`src/uart_config.svh`:
```
/*
 * UART peripheral configuration.
 * Serial timing, receive FIFO size and AXI4-Lite register map.
 */
`ifndef UART_CONFIG_SVH
`define UART_CONFIG_SVH

// Clocks per serial bit. Even, at least 4.
`define UART_CLKS_PER_BIT 16

// Receive FIFO entries, power of two.
`define UART_FIFO_DEPTH 4

// Register byte offsets.
`define UART_ADDR_TXDATA 4'h0
`define UART_ADDR_RXDATA 4'h4
`define UART_ADDR_STATUS 4'h8

`endif

```
`src/uart_pkg.sv`:
```
/*
 * Shared types of the UART peripheral.
 * Character, AXI4-Lite bus fields and FSM state encodings.
 */
package uart_pkg;

   typedef logic [7:0]  uart_byte_t;   // One serial character.
   typedef logic [3:0]  axil_addr_t;   // Byte address in the register window.
   typedef logic [31:0] axil_data_t;
   typedef logic [1:0]  axil_resp_t;   // 0 OKAY, 2 SLVERR.

   // Receiver FSM.
   typedef enum logic [1:0] {
      RX_IDLE,
      RX_START,
      RX_DATA,
      RX_STOP
   } rx_state_t;

   // Transmitter FSM.
   typedef enum logic [1:0] {
      TX_IDLE,
      TX_START,
      TX_DATA,
      TX_STOP
   } tx_state_t;

endpackage

```
`src/uart_axil_regs.sv`:
```
/*
 * AXI4-Lite register block of the UART.
 * TXDATA, RXDATA and STATUS, one outstanding response per direction.
 */
`include "uart_config.svh"

module uart_axil_regs (
   input  logic                 i_clk,
   input  logic                 i_nrst,
   // AXI4-Lite slave.
   input  logic                 i_awvalid,
   input  uart_pkg::axil_addr_t i_awaddr,
   output logic                 o_awready,
   input  logic                 i_wvalid,
   input  uart_pkg::axil_data_t i_wdata,
   output logic                 o_wready,
   output logic                 o_bvalid,
   output uart_pkg::axil_resp_t o_bresp,
   input  logic                 i_bready,
   input  logic                 i_arvalid,
   input  uart_pkg::axil_addr_t i_araddr,
   output logic                 o_arready,
   output logic                 o_rvalid,
   output uart_pkg::axil_data_t o_rdata,
   output uart_pkg::axil_resp_t o_rresp,
   input  logic                 i_rready,
   // UART side.
   output logic                 o_tx_start,
   output uart_pkg::uart_byte_t o_tx_data,
   input  logic                 i_tx_busy,
   input  uart_pkg::uart_byte_t i_rx_data,
   input  logic                 i_rx_empty,
   input  logic                 i_rx_full,
   input  logic                 i_rx_overrun,
   output logic                 o_rx_pop,
   output logic                 o_overrun_clr
);

   localparam uart_pkg::axil_resp_t RESP_OKAY   = 2'b00;
   localparam uart_pkg::axil_resp_t RESP_SLVERR = 2'b10;

   logic                 wr_hs;
   logic                 rd_hs;
   logic                 wr_tx;
   logic                 wr_rx;
   logic                 wr_status;
   logic                 rd_rx;
   uart_pkg::axil_resp_t wr_resp;
   uart_pkg::axil_resp_t rd_resp;
   uart_pkg::axil_data_t rd_word;

   // Address and data are taken together, never while a response waits.
   assign wr_hs     = i_awvalid && i_wvalid && !o_bvalid;
   assign o_awready = wr_hs;
   assign o_wready  = wr_hs;
   assign rd_hs     = i_arvalid && !o_rvalid;
   assign o_arready = rd_hs;

   assign wr_tx     = (i_awaddr == `UART_ADDR_TXDATA);
   assign wr_rx     = (i_awaddr == `UART_ADDR_RXDATA);
   assign wr_status = (i_awaddr == `UART_ADDR_STATUS);
   assign rd_rx     = (i_araddr == `UART_ADDR_RXDATA);

   always_comb begin
      if (wr_tx) wr_resp = i_tx_busy ? RESP_SLVERR : RESP_OKAY;  // Byte dropped when busy.
      else if (wr_rx || wr_status) wr_resp = RESP_OKAY;
      else wr_resp = RESP_SLVERR;
   end

   always_comb begin
      rd_resp = RESP_OKAY;
      rd_word = '0;
      case (i_araddr)
         `UART_ADDR_TXDATA: rd_word = '0;
         `UART_ADDR_RXDATA: rd_word = i_rx_empty ? '0 : {24'h0, i_rx_data};
         `UART_ADDR_STATUS: rd_word = {28'h0, i_rx_full, i_rx_overrun, i_tx_busy, !i_rx_empty};
         default:           rd_resp = RESP_SLVERR;
      endcase
   end

   always_ff @(posedge i_clk or negedge i_nrst) begin
      if (!i_nrst) begin
         o_bvalid      <= 1'b0;
         o_rvalid      <= 1'b0;
         o_tx_start    <= 1'b0;
         o_rx_pop      <= 1'b0;
         o_overrun_clr <= 1'b0;
      end else begin
         // Side-effect strobes, one cycle each.
         o_tx_start    <= wr_hs && wr_tx && !i_tx_busy;
         o_overrun_clr <= wr_hs && wr_status && i_wdata[2];
         o_rx_pop      <= rd_hs && rd_rx && !i_rx_empty;
         if (wr_hs) o_bvalid <= 1'b1;
         else if (i_bready) o_bvalid <= 1'b0;
         if (rd_hs) o_rvalid <= 1'b1;
         else if (i_rready) o_rvalid <= 1'b0;
      end
   end

   // Response payloads, held until the master takes them.
   always_ff @(posedge i_clk) begin
      if (wr_hs) begin
         o_bresp   <= wr_resp;
         o_tx_data <= i_wdata[7:0];
      end
      if (rd_hs) begin
         o_rresp <= rd_resp;
         o_rdata <= rd_word;
      end
   end

endmodule

```
`src/uart_rx.sv`:
```
/*
 * UART receiver, 8 data bits, fixed baud rate.
 * Finds the start bit, samples each data bit in its middle, LSB first,
 * and flags every received character for one cycle.
 */
`include "uart_config.svh"

module uart_rx (
   input  logic                 i_clk,
   input  logic                 i_nrst,
   input  logic                 i_rx,
   output uart_pkg::uart_byte_t o_data,
   output logic                 o_valid
);

   localparam int CPB   = `UART_CLKS_PER_BIT;
   localparam int CNT_W = $clog2(CPB);

   uart_pkg::rx_state_t state_q;
   logic [CNT_W-1:0]    cnt_q;
   logic [1:0]          sync_q;
   logic                rx_s;
   logic                half_bit;
   logic                full_bit;

   assign rx_s     = sync_q[1];
   assign half_bit = (cnt_q == CNT_W'(CPB/2 - 1));
   assign full_bit = (cnt_q == CNT_W'(CPB - 1));

   // Two-flop synchronizer on the serial input.
   always_ff @(posedge i_clk or negedge i_nrst) begin
      if (!i_nrst) begin
         sync_q <= 2'b11;  // Line idles high.
      end else begin
         sync_q <= {sync_q[0], i_rx};
      end
   end

   always_ff @(posedge i_clk or negedge i_nrst) begin
      if (!i_nrst) begin
         state_q <= uart_pkg::RX_IDLE;
         cnt_q   <= '0;
         o_valid <= 1'b0;
      end else begin
         cnt_q   <= cnt_q + 1'b1;
         o_valid <= 1'b0;
         case (state_q)
            uart_pkg::RX_IDLE: begin
               cnt_q <= '0;
               if (!rx_s) state_q <= uart_pkg::RX_START;
            end
            uart_pkg::RX_START: if (half_bit) begin
               cnt_q <= '0;
               // Middle of the start bit. A high line here was only a glitch.
               state_q <= rx_s ? uart_pkg::RX_IDLE : uart_pkg::RX_DATA;
            end
            uart_pkg::RX_DATA: if (full_bit) begin
               cnt_q <= '0;
               if (o_data[0]) begin  // Marker reached bit 0, eighth sample.
                  state_q <= uart_pkg::RX_STOP;
                  o_valid <= 1'b1;
               end
            end
            uart_pkg::RX_STOP: if (full_bit) state_q <= uart_pkg::RX_IDLE;
            default: state_q <= uart_pkg::RX_IDLE;
         endcase
      end
   end

   // Shift register. The marker in bit 7 walks down and counts the bits.
   always_ff @(posedge i_clk) begin
      if (state_q == uart_pkg::RX_IDLE) begin
         o_data <= 8'h80;
      end else if (state_q == uart_pkg::RX_DATA && full_bit) begin
         o_data <= {rx_s, o_data[7:1]};
      end
   end

endmodule

```
`src/uart_rx_fifo.sv`:
```
/*
 * Receive FIFO. Circular buffer of received characters with a sticky
 * overrun flag for characters that arrive while it is full.
 */
`include "uart_config.svh"

module uart_rx_fifo (
   input  logic                 i_clk,
   input  logic                 i_nrst,
   input  logic                 i_push,
   input  logic                 i_pop,
   input  logic                 i_overrun_clr,
   input  uart_pkg::uart_byte_t i_data,
   output uart_pkg::uart_byte_t o_data,
   output logic                 o_empty,
   output logic                 o_full,
   output logic                 o_overrun
);

   localparam int DEPTH = `UART_FIFO_DEPTH;
   localparam int PTR_W = $clog2(DEPTH);

   uart_pkg::uart_byte_t mem [DEPTH];
   logic [PTR_W-1:0]     wr_ptr_q;
   logic [PTR_W-1:0]     rd_ptr_q;
   logic [PTR_W:0]       count_q;
   logic                 do_push;
   logic                 do_pop;

   assign o_empty = (count_q == '0);
   assign o_full  = (count_q == (PTR_W+1)'(DEPTH));
   assign do_push = i_push && !o_full;
   assign do_pop  = i_pop && !o_empty;
   assign o_data  = mem[rd_ptr_q];  // Head entry.

   always_ff @(posedge i_clk or negedge i_nrst) begin
      if (!i_nrst) begin
         wr_ptr_q  <= '0;
         rd_ptr_q  <= '0;
         count_q   <= '0;
         o_overrun <= 1'b0;
      end else begin
         if (do_push) wr_ptr_q <= wr_ptr_q + 1'b1;
         if (do_pop) rd_ptr_q <= rd_ptr_q + 1'b1;
         case ({do_push, do_pop})
            2'b10:   count_q <= count_q + 1'b1;
            2'b01:   count_q <= count_q - 1'b1;
            default: count_q <= count_q;
         endcase
         if (i_push && o_full) o_overrun <= 1'b1;  // A new loss wins over clear.
         else if (i_overrun_clr) o_overrun <= 1'b0;
      end
   end

   always_ff @(posedge i_clk) begin
      if (do_push) mem[wr_ptr_q] <= i_data;
   end

endmodule

```
`src/uart_top.sv`:
```
/*
 * UART peripheral top level.
 * AXI4-Lite register block in front of a transmitter and a receiver
 * with its receive FIFO.
 */
module uart_top (
   input  logic                 i_clk,
   input  logic                 i_nrst,
   input  logic                 i_rx,
   output logic                 o_tx,
   input  logic                 i_awvalid,
   input  uart_pkg::axil_addr_t i_awaddr,
   output logic                 o_awready,
   input  logic                 i_wvalid,
   input  uart_pkg::axil_data_t i_wdata,
   output logic                 o_wready,
   output logic                 o_bvalid,
   output uart_pkg::axil_resp_t o_bresp,
   input  logic                 i_bready,
   input  logic                 i_arvalid,
   input  uart_pkg::axil_addr_t i_araddr,
   output logic                 o_arready,
   output logic                 o_rvalid,
   output uart_pkg::axil_data_t o_rdata,
   output uart_pkg::axil_resp_t o_rresp,
   input  logic                 i_rready
);

   logic                 tx_start;
   uart_pkg::uart_byte_t tx_byte;
   logic                 tx_busy;
   logic                 rx_valid;
   uart_pkg::uart_byte_t rx_byte;
   uart_pkg::uart_byte_t fifo_data;
   logic                 fifo_empty;
   logic                 fifo_full;
   logic                 fifo_overrun;
   logic                 pop;
   logic                 overrun_clr;

   uart_axil_regs u_regs (
      .i_clk         (i_clk),
      .i_nrst        (i_nrst),
      .i_awvalid     (i_awvalid),
      .i_awaddr      (i_awaddr),
      .o_awready     (o_awready),
      .i_wvalid      (i_wvalid),
      .i_wdata       (i_wdata),
      .o_wready      (o_wready),
      .o_bvalid      (o_bvalid),
      .o_bresp       (o_bresp),
      .i_bready      (i_bready),
      .i_arvalid     (i_arvalid),
      .i_araddr      (i_araddr),
      .o_arready     (o_arready),
      .o_rvalid      (o_rvalid),
      .o_rdata       (o_rdata),
      .o_rresp       (o_rresp),
      .i_rready      (i_rready),
      .o_tx_start    (tx_start),
      .o_tx_data     (tx_byte),
      .i_tx_busy     (tx_busy),
      .i_rx_data     (fifo_data),
      .i_rx_empty    (fifo_empty),
      .i_rx_full     (fifo_full),
      .i_rx_overrun  (fifo_overrun),
      .o_rx_pop      (pop),
      .o_overrun_clr (overrun_clr)
   );

   uart_tx u_tx (
      .i_clk   (i_clk),
      .i_nrst  (i_nrst),
      .i_start (tx_start),
      .i_data  (tx_byte),
      .o_tx    (o_tx),
      .o_busy  (tx_busy)
   );

   uart_rx u_rx (
      .i_clk   (i_clk),
      .i_nrst  (i_nrst),
      .i_rx    (i_rx),
      .o_data  (rx_byte),
      .o_valid (rx_valid)
   );

   // Every received character goes straight into the FIFO.
   uart_rx_fifo u_fifo (
      .i_clk         (i_clk),
      .i_nrst        (i_nrst),
      .i_push        (rx_valid),
      .i_pop         (pop),
      .i_overrun_clr (overrun_clr),
      .i_data        (rx_byte),
      .o_data        (fifo_data),
      .o_empty       (fifo_empty),
      .o_full        (fifo_full),
      .o_overrun     (fifo_overrun)
   );

endmodule

```
`src/uart_tx.sv`:
```
/*
 * UART transmitter, 8 data bits, fixed baud rate.
 * Sends start, data LSB first and stop, busy for the whole frame.
 */
`include "uart_config.svh"

module uart_tx (
   input  logic                 i_clk,
   input  logic                 i_nrst,
   input  logic                 i_start,
   input  uart_pkg::uart_byte_t i_data,
   output logic                 o_tx,
   output logic                 o_busy
);

   localparam int CPB   = `UART_CLKS_PER_BIT;
   localparam int CNT_W = $clog2(CPB);

   uart_pkg::tx_state_t  state_q;
   logic [CNT_W-1:0]     cnt_q;
   logic [2:0]           bit_q;    // Index of the data bit on the line.
   uart_pkg::uart_byte_t shift_q;
   logic                 bit_end;

   assign bit_end = (cnt_q == CNT_W'(CPB - 1));
   assign o_busy  = (state_q != uart_pkg::TX_IDLE);

   always_ff @(posedge i_clk or negedge i_nrst) begin
      if (!i_nrst) begin
         state_q <= uart_pkg::TX_IDLE;
         cnt_q   <= '0;
         bit_q   <= '0;
         o_tx    <= 1'b1;
      end else begin
         cnt_q <= cnt_q + 1'b1;
         case (state_q)
            uart_pkg::TX_IDLE: begin
               cnt_q <= '0;
               if (i_start) begin
                  state_q <= uart_pkg::TX_START;
                  o_tx    <= 1'b0;  // Start bit.
               end
            end
            uart_pkg::TX_START: if (bit_end) begin
               cnt_q   <= '0;
               bit_q   <= '0;
               o_tx    <= shift_q[0];
               state_q <= uart_pkg::TX_DATA;
            end
            uart_pkg::TX_DATA: if (bit_end) begin
               cnt_q <= '0;
               bit_q <= bit_q + 1'b1;
               if (bit_q == 3'd7) begin
                  o_tx    <= 1'b1;  // Stop bit.
                  state_q <= uart_pkg::TX_STOP;
               end else begin
                  o_tx <= shift_q[0];
               end
            end
            uart_pkg::TX_STOP: if (bit_end) state_q <= uart_pkg::TX_IDLE;
            default: state_q <= uart_pkg::TX_IDLE;
         endcase
      end
   end

   // Character shifter, next bit always in bit 0.
   always_ff @(posedge i_clk) begin
      if (state_q == uart_pkg::TX_IDLE && i_start) begin
         shift_q <= i_data;
      end else if (bit_end && (state_q == uart_pkg::TX_START ||
                               state_q == uart_pkg::TX_DATA)) begin
         shift_q <= shift_q >> 1;
      end
   end

endmodule
```
`config.mk`:
```
export PLATFORM = sky130hd
export DESIGN_NAME = uart_top
export DESIGN_NICKNAME = d
export VERILOG_FILES = /design/src/uart_pkg.sv /design/src/uart_axil_regs.sv /design/src/uart_rx.sv /design/src/uart_rx_fifo.sv /design/src/uart_top.sv /design/src/uart_tx.sv
export VERILOG_INCLUDE_DIRS = /design/src
export SDC_FILE = /design/constraint.sdc
export NUM_CORES = 1
export LEC_CHECK = 0
export ABC_AREA = 1
export BUFFER_PORTS_ARGS = -buffer_cell sky130_fd_sc_hd__clkbuf_2
export CAP_MARGIN = 20
export CORE_MARGIN = 5
export CORE_UTILIZATION = 55
export CTS_CLUSTER_DIAMETER = 30
export DETAILED_ROUTE_END_ITERATION = 16
export PLACE_DENSITY = 0.75
export SYNTH_ARGS = -nofsm -noshare
export SYNTH_HDL_FRONTEND = slang
export SYNTH_HIERARCHICAL = 1
export SYNTH_SLANG_ARGS = --single-unit
```
`constraint.sdc`:
```
create_clock -name i_clk -period 2.6 [get_ports i_clk]
set_input_delay 0.13 -clock i_clk [delete_from_list [all_inputs] [get_ports i_clk]]
set_output_delay 0.13 -clock i_clk [all_outputs]
set_load 0.02 [all_outputs]
```
==> flow_metrics.env, run 1 <==
export IMPL_synth_top_cell_by_area="edfxtp_1"
export IMPL_post_route_drc_count=0
export IMPL_io_pins=90
export IMPL_rows=33
export IMPL_synth_area_mux_share_pct=2.26
export IMPL_synth_adder_area_share_pct=4.46
export IMPL_maxSlewViolCount=0
export IMPL_synth_xor_xnor_area_share_pct=0.564
export IMPL_synth_common_cells="nand2_1, inv_1, edfxtp_1"
export IMPL_first_global_vias=2939
export IMPL_diodes=0
export IMPL_reg2reg_slack_ns=0.70
export IMPL_rsz0062_at_grt="no"
export IMPL_status="finished, final reports clean"
export IMPL_holdCritStartpoint="i_arvalid"
export IMPL_antenna_found_initial=0
export IMPL_hold_slack_ns=0.0432
export IMPL_min_path_cells=3
export IMPL_via_per_inst=4.88
export IMPL_cts_tree="built"
export IMPL_yosys_register_bits=98
export IMPL_total_power_mw=3.59
export IMPL_crit_top_cell="nand2_1"
export IMPL_drtAntennaViolNets=0
export IMPL_async_reset_ff_share_pct=32.7
export IMPL_worst_pin_slew_ns=0.810
export IMPL_timing_fmax_mhz=527
export IMPL_required_ns=2.84
export IMPL_synth_top_family_by_area="simple AND/OR/NAND/NOR gates"
export IMPL_arrival_ns=2.14
export IMPL_hpwl_um=5450
export IMPL_crit_path_start_kind="flop"
export IMPL_grt_pass1_wl_um=12800
export IMPL_fin_crit_sh_pct=72.9
export IMPL_worst_setup_path_end_kind="flop"
export IMPL_peakVddDrop_v=0.000391
export IMPL_synth_top_area_share_pct=37.4
export IMPL_clkTransAtPathRegs_ns=0.09
export IMPL_dpl_cell_area_um2=4840
export IMPL_place_ws_ns=0.744
export IMPL_core_um2=8220
export IMPL_cpPeakStageDelay_ns=0.40
export IMPL_fin_util_pct=62.7
export IMPL_clockRootBuffer="clkbuf_8"
export IMPL_reg2reg_depth=10
export IMPL_clock_skew_final_ns=0.0102
export IMPL_final_nets=577
export IMPL_crit_fanout=7
export IMPL_syn_area_per_cell_um2=10.2
export IMPL_cp_cell_sequence="inv_1 > nand3_2 > nand2_4 > ha_1 > inv_1 > fa_1 > nand2_1 > nand3_1 > nand2_1 > nand2_1"
export IMPL_drt_iter0_markers=120
export IMPL_gr_total_overflow=0
export IMPL_critPathKind="flop to flop"
export IMPL_synth_edff_count=58
export IMPL_clkLatencyLatePin_ns=0.35
export IMPL_track_usage_pct=15.6
export IMPL_hold_path_class="input pin to flop"
export IMPL_timing_final_ws_setup_ns=0.704
export IMPL_leakage_nw=2.46
export IMPL_synth_simple_area_share_pct=17.1
export IMPL_final_cell_area_um2=5150
export IMPL_drive_gt1_share_pct=16.4
export IMPL_drt_wirelength_per_cell_um=12.5
export IMPL_die_height_um=102
export IMPL_placement_io_buffers=39
export IMPL_ys_warn_count=6
export IMPL_die_x_um=102
export IMPL_whs_endpoint="u_regs/o_rx_pop"
export IMPL_rr_startpoint="u_fifo/count_q[1]"
export IMPL_yosysSeqAreaShare_pct=58.1
export IMPL_cap_violations=0
export IMPL_initial_utilization_pct=56.7
export IMPL_clock_path_buffers=2
export IMPL_powerDensity_nw_per_um2=698
export IMPL_reg2reg_to="u_fifo/count_q[2]"
export IMPL_postCtsSetupBuffers=0
export IMPL_syn_area_um2=4660
export IMPL_synth_top_cells_by_area="edfxtp_1, dfrtp_1, nand2_1, inv_1, buf_4"
export IMPL_area_growth_pct=10.6
export IMPL_synth_main_ff_cell="edfxtp_1"
export IMPL_finalHoldViolCount=0
export IMPL_dieArea_um2=10400
export IMPL_fillers=651
export IMPL_cts_buffers=9
export IMPL_grt_max_degree=35
export IMPL_final_min_clock_period_ns=1.90
export IMPL_synth_most_common_cell="nand2_1"
export IMPL_clock_sinks=98
export IMPL_setup_violations=0
export IMPL_synthDistinctLibCells=38
export IMPL_synth_compound_area_share_pct=5.37
export IMPL_slew_headroom_pct=45.8
export IMPL_first_pass_iters=4
export IMPL_fin_cells=623
export IMPL_via_count=3043
export IMPL_fin_setup_tns_ns=0
export IMPL_htreeDepth=3
export IMPL_synth_cells=456
export IMPL_dp_cells=595
export IMPL_wl_um=7790
export IMPL_slowest_stage="dfrtp_1"
export IMPL_gp_congestion=0.777
-- timing repair --
| item | 4_1_cts | 5_1_grt |
|---|---|---|
| resized for setup | 0 | 0 |
| hold buffers | 12 | 0 |
| endpoints found under the hold margin | 40 | 0 |
-- registers in the layout, indices dropped and copies added, names as in the netlist, 2 cells and up, named ones only --
register          cells
u_fifo/count_q        3
u_fifo/mem           32
u_fifo/rd_ptr_q       2
u_fifo/wr_ptr_q       2
u_regs/o_rdata        8
u_regs/o_tx_data      8
u_rx/cnt_q            4
u_rx/o_data           8
u_rx/sync_q           2
u_tx/bit_q            3
u_tx/cnt_q            4
u_tx/shift_q          8
u_tx/state_q          2
-- critical path, delay by kind of cell (launching register included) --
| kind | cells | cell delay, ns |
|---|---|---|
| buffers and inverters | 2 | 0.21 |
| and+or+nand+nor | 6 | 0.62 |
| adders and majority gates | 2 | 0.56 |
| DFF | 1 | 0.40 |
-- final cells by class --
cell class / count / area (um^2) / area share, %
Sequential cell: 98 / 2710 / 52.5
Multi-Input combinational cell: 270 / 1490 / 28.8
Timing Repair Buffer: 53 / 330 / 6.41
Inverter: 81 / 304 / 5.90
Clock buffer: 11 / 131 / 2.55
Tap cell: 105 / 131 / 2.55
Clock inverter: 5 / 62.6 / 1.21
-- worst max-delay path by stage --
| stage | to | start | slack, ns |
|---|---|---|---|
| floorplan | u_tx/shift_q[0] | u_tx/state_q[0] | 0.71 |
| global placement | u_fifo/count_q[2] | u_fifo/count_q[0] | 0.85 |
| detailed placement | u_fifo/count_q[2] | u_fifo/count_q[0] | 0.74 |
| CTS | u_fifo/count_q[2] | u_fifo/count_q[0] | 0.73 |
| global route | u_fifo/count_q[2] | u_fifo/count_q[1] | 0.56 |
| finish | u_fifo/count_q[2] | u_fifo/count_q[1] | 0.70 |
-- placed cells by master, fill, tap and decap left out, drive strengths merged, types with 2 or more instances in the layout --
cell,instances
clkinvlp,2
dfxtp,8
ha,15
nand2,95
clkbuf,50
or2,2
dlygate4sd3,12
o211ai,16
xor2,2
edfxtp,58
inv,82
a21oi,7
nand3,32
buf,2
dfstp,3
mux2,7
dfrtp,29
o21ai,14
nor2,47
conb,26
-- metal layers --
metal | part of all wire [%] | global-route usage [%]
met4 | 0.78 | 5.45
met2 | 49 | 28.1
met3 | 6.1 | 3.21
met5 | 0 | 0
met1 | 44 | 18.5
-- where the power goes --
part,internal [mW],switching (mW),total (mW),leakage [nW]
clock,0.453,0.513,0.966,0.0906
sequential,1.75,0.0996,1.85,1.02
combinational,0.267,0.508,0.776,1.35
total,2.47,1.12,3.59,2.46
-- cell families (layout without fill, tap and decap cells) --
logic type / Yosys count / after routing
AO/OA/AOI/OAI: 40 / 40
XOR/XNOR: 3 / 3
adder cells (fa/ha/maj): 16 / 16
buffers and inverters: 113 / 150
flip-flops: 98 / 98
multiplexers: 7 / 7
other: 1 / 26
AND/OR/NAND/NOR: 178 / 178
Power figures use the tool's default switching activity.
==> run 2, diff against run 1 <==
clock period = 1.9 ns   (was 2.6 ns; I/O delays follow)
==> run 2 against run 1 <==
Compared with the run above:
- cell count grew 0.96%
- fmax grew 5.9%
- sequential power grew 37%
- non-clock buffer count grew 6
- sequential share of layout area down 0.39 points
- global-route usage is 0.56 points higher
- die area stayed put
- power grew 33%
==> flow_metrics.env, run 2 (synthesis gave the netlist of run 1 again) <==
export IMPL_grt_pass1_wl_um=13000
export IMPL_worst_setup_path_end_kind="flop"
export IMPL_p_comb_share_pct=22.1
export IMPL_whs_endpoint="u_regs/o_overrun_clr"
export IMPL_powerDensity_nw_per_um2=919
export IMPL_reg2reg_slack_ns=0.11
export IMPL_slowest_stage="fa_1"
export IMPL_finalHoldViolCount=0
export IMPL_cts_tree="built"
export IMPL_die_height_um=102
export IMPL_fin_cells=629
export IMPL_hold_path_class="input pin to flop"
export IMPL_status="finished, final reports clean"
export IMPL_track_usage_pct=16.2
export IMPL_post_route_drc_count=0
export IMPL_internal_power_mw=3.25
export IMPL_clockRootBuffer="clkbuf_8"
export IMPL_regArea_um2=2710
export IMPL_largest_register_ff_count=32
export IMPL_drt_wirelength_per_cell_um=12.2
export IMPL_slew_headroom_pct=46.6
export IMPL_clkTransAtPathRegs_ns=0.09
export IMPL_leakage_nw=2.49
export IMPL_cpPeakStageDelay_ns=0.41
export IMPL_cp_num_buf_inv=3
export IMPL_grt_max_degree=35
export IMPL_crit_path_start_kind="flop"
export IMPL_final_min_clock_period_ns=1.79
export IMPL_min_path_cells=4
export IMPL_final_cell_mix="nand2_1, inv_1, edfxtp_1"
export IMPL_area_growth_pct=11.4
export IMPL_clock_power_share_pct=24.9
export IMPL_drive_gt1_share_pct=17.6
export IMPL_drtAntennaViolNets=0
export IMPL_die_x_um=102
export IMPL_crit_top_cell="inv_1"
export IMPL_seqPwrFrac_pct=53.1
export IMPL_first_pass_iters=4
export IMPL_clock_path_buffers=2
export IMPL_first_global_vias=2985
export IMPL_dieArea_um2=10400
export IMPL_cts_buffers=9
export IMPL_cap_violations=0
export IMPL_gr_total_overflow=0
export IMPL_rsz0062_at_grt="no"
export IMPL_wl_um=7670
export IMPL_top_register="u_fifo/mem"
export IMPL_dp_cells=600
export IMPL_io_pins=90
export IMPL_via_count=3058
export IMPL_timing_final_ws_setup_ns=0.110
export IMPL_peakVddDrop_v=0.000629
export IMPL_reg2reg_depth=8
export IMPL_via_per_inst=4.86
export IMPL_place_ws_ns=0.0872
export IMPL_htreeDepth=3
export IMPL_antenna_found_initial=0
export IMPL_rows=33
export IMPL_fillers=632
export IMPL_maxSlewViolCount=0
export IMPL_clock_skew_final_ns=0.0111
export IMPL_reg2reg_to="u_fifo/count_q[1]"
export IMPL_layout_commonest_cell="nand2_1"
export IMPL_core_um2=8220
export IMPL_clock_sinks=98
export IMPL_initial_utilization_pct=56.7
export IMPL_diodes=0
export IMPL_fin_crit_sh_pct=94.2
export IMPL_final_nets=583
export IMPL_arrival_ns=2.07
export IMPL_drt_iter0_markers=90
export IMPL_hpwl_um=5530
export IMPL_critPathKind="flop to flop"
export IMPL_cp_cell_sequence="inv_1 > nand3_2 > nand2_1 > inv_1 > ha_1 > inv_1 > fa_1 > o21ai_0"
export IMPL_multi_input_area_um2=1500
export IMPL_fin_setup_tns_ns=0
export IMPL_crit_fanout=4
export IMPL_worst_pin_slew_ns=0.800
export IMPL_setup_violations=0
export IMPL_placement_io_buffers=39
export IMPL_timing_fmax_mhz=559
export IMPL_rr_startpoint="u_fifo/count_q[1]"
export IMPL_critPathTopFamily="adder cells"
export IMPL_p_sw_mw=1.52
export IMPL_clkLatencyLatePin_ns=0.36
export IMPL_gp_congestion=0.755
export IMPL_required_ns=2.18
export IMPL_holdCritStartpoint="i_awaddr[2]"
export IMPL_netSwitchingFraction_pct=31.8
==> run 2: cell types whose count changed in the layout (fill, tap and decap cells not counted) <==
| cell | delta |
|---|---|
| bufinv_16 | -1 |
| nand3_4 | +1 |
| clkinv_4 | +1 |
| buf_4 | +5 |
| nand3_1 | -1 |
| inv_2 | +1 |
| dlygate4sd3_1 | +1 |
| inv_1 | -1 |
==> run 2: final cells by class <==
cell class / count / share of cell area, %
clock buffers: 11 / 2.53
well taps: 105 / 2.53
multi-input cells: 270 / 28.9
flip-flops and latches: 98 / 52.1
repair buffers: 59 / 7.28
inverters: 81 / 5.86
clock inverters: 5 / 0.796
==> run 2: repair_timing <==
action / CTS / global route
gates resized for setup: 0 / 3
hold buffers: 13 / 0
hold endpoints to repair: 41 / 0
buffers inserted: 0 / 0
endpoints found under the setup margin: 0 / 2
==> run 2: metrics by stage <==
stage,instance area (um^2),power [mW],util [%],hold slack [ns]
floorplan,4750,3.42,-,-0.201
global placement,4870,3.57,59.3,0.186
detailed placement,4870,3.62,59.3,0.188
CTS,5180,4.83,63.0,0.00401
global route,5190,5.11,63.2,0.0284
finish,5190,4.77,63.2,0.0115
==> run 2: how the worst max path moves through the flow <==
stage / cells after the start / from / to / slack [ns]
after floorplan: 4 / u_tx/state_q[0] / u_tx/shift_q[0] / 0.01
after global placement: 10 / u_fifo/count_q[0] / u_fifo/count_q[2] / 0.16
after detailed placement: 10 / u_fifo/count_q[0] / u_fifo/count_q[2] / 0.09
after CTS: 10 / u_fifo/count_q[0] / u_fifo/count_q[2] / 0.09
after global routing: 10 / u_fifo/count_q[1] / u_fifo/count_q[2] / 0.01
final: 8 / u_fifo/count_q[1] / u_fifo/count_q[1] / 0.11
==> run 2: worst register-to-register path, stage by stage (launching register included) <==
cell and delay, ns:
dfrtp_1 0.39, inv_1 0.17, nand3_2 0.14, nand2_1 0.12, inv_1 0.05, ha_1 0.18
inv_1 0.08, fa_1 0.41, o21ai_0 0.16
==> run 2: power groups by stage <==
stage	registers (mW)	logic, mW	clock network [mW]
2_1_floorplan	2.58	0.845	0
3_3_place_gp	2.57	0.999	0
3_5_place_dp	2.58	1.04	0
4_1_cts	2.53	1.06	1.23
5_1_grt	2.56	1.23	1.32
6_report	2.53	1.05	1.18
==> run 2: per-layer routing <==
| metal | GRT usage [%] | part of all wire, % | up-vias |
|---|---|---|---|
| li1 | - | - | 1541 |
| met1 | 19.8 | 43 | 1442 |
| met2 | 28.2 | 49 | 65 |
| met3 | 2.94 | 5.9 | 10 |
| met4 | 6.66 | 1.8 | 0 |
| met5 | 0 | 0 | - |
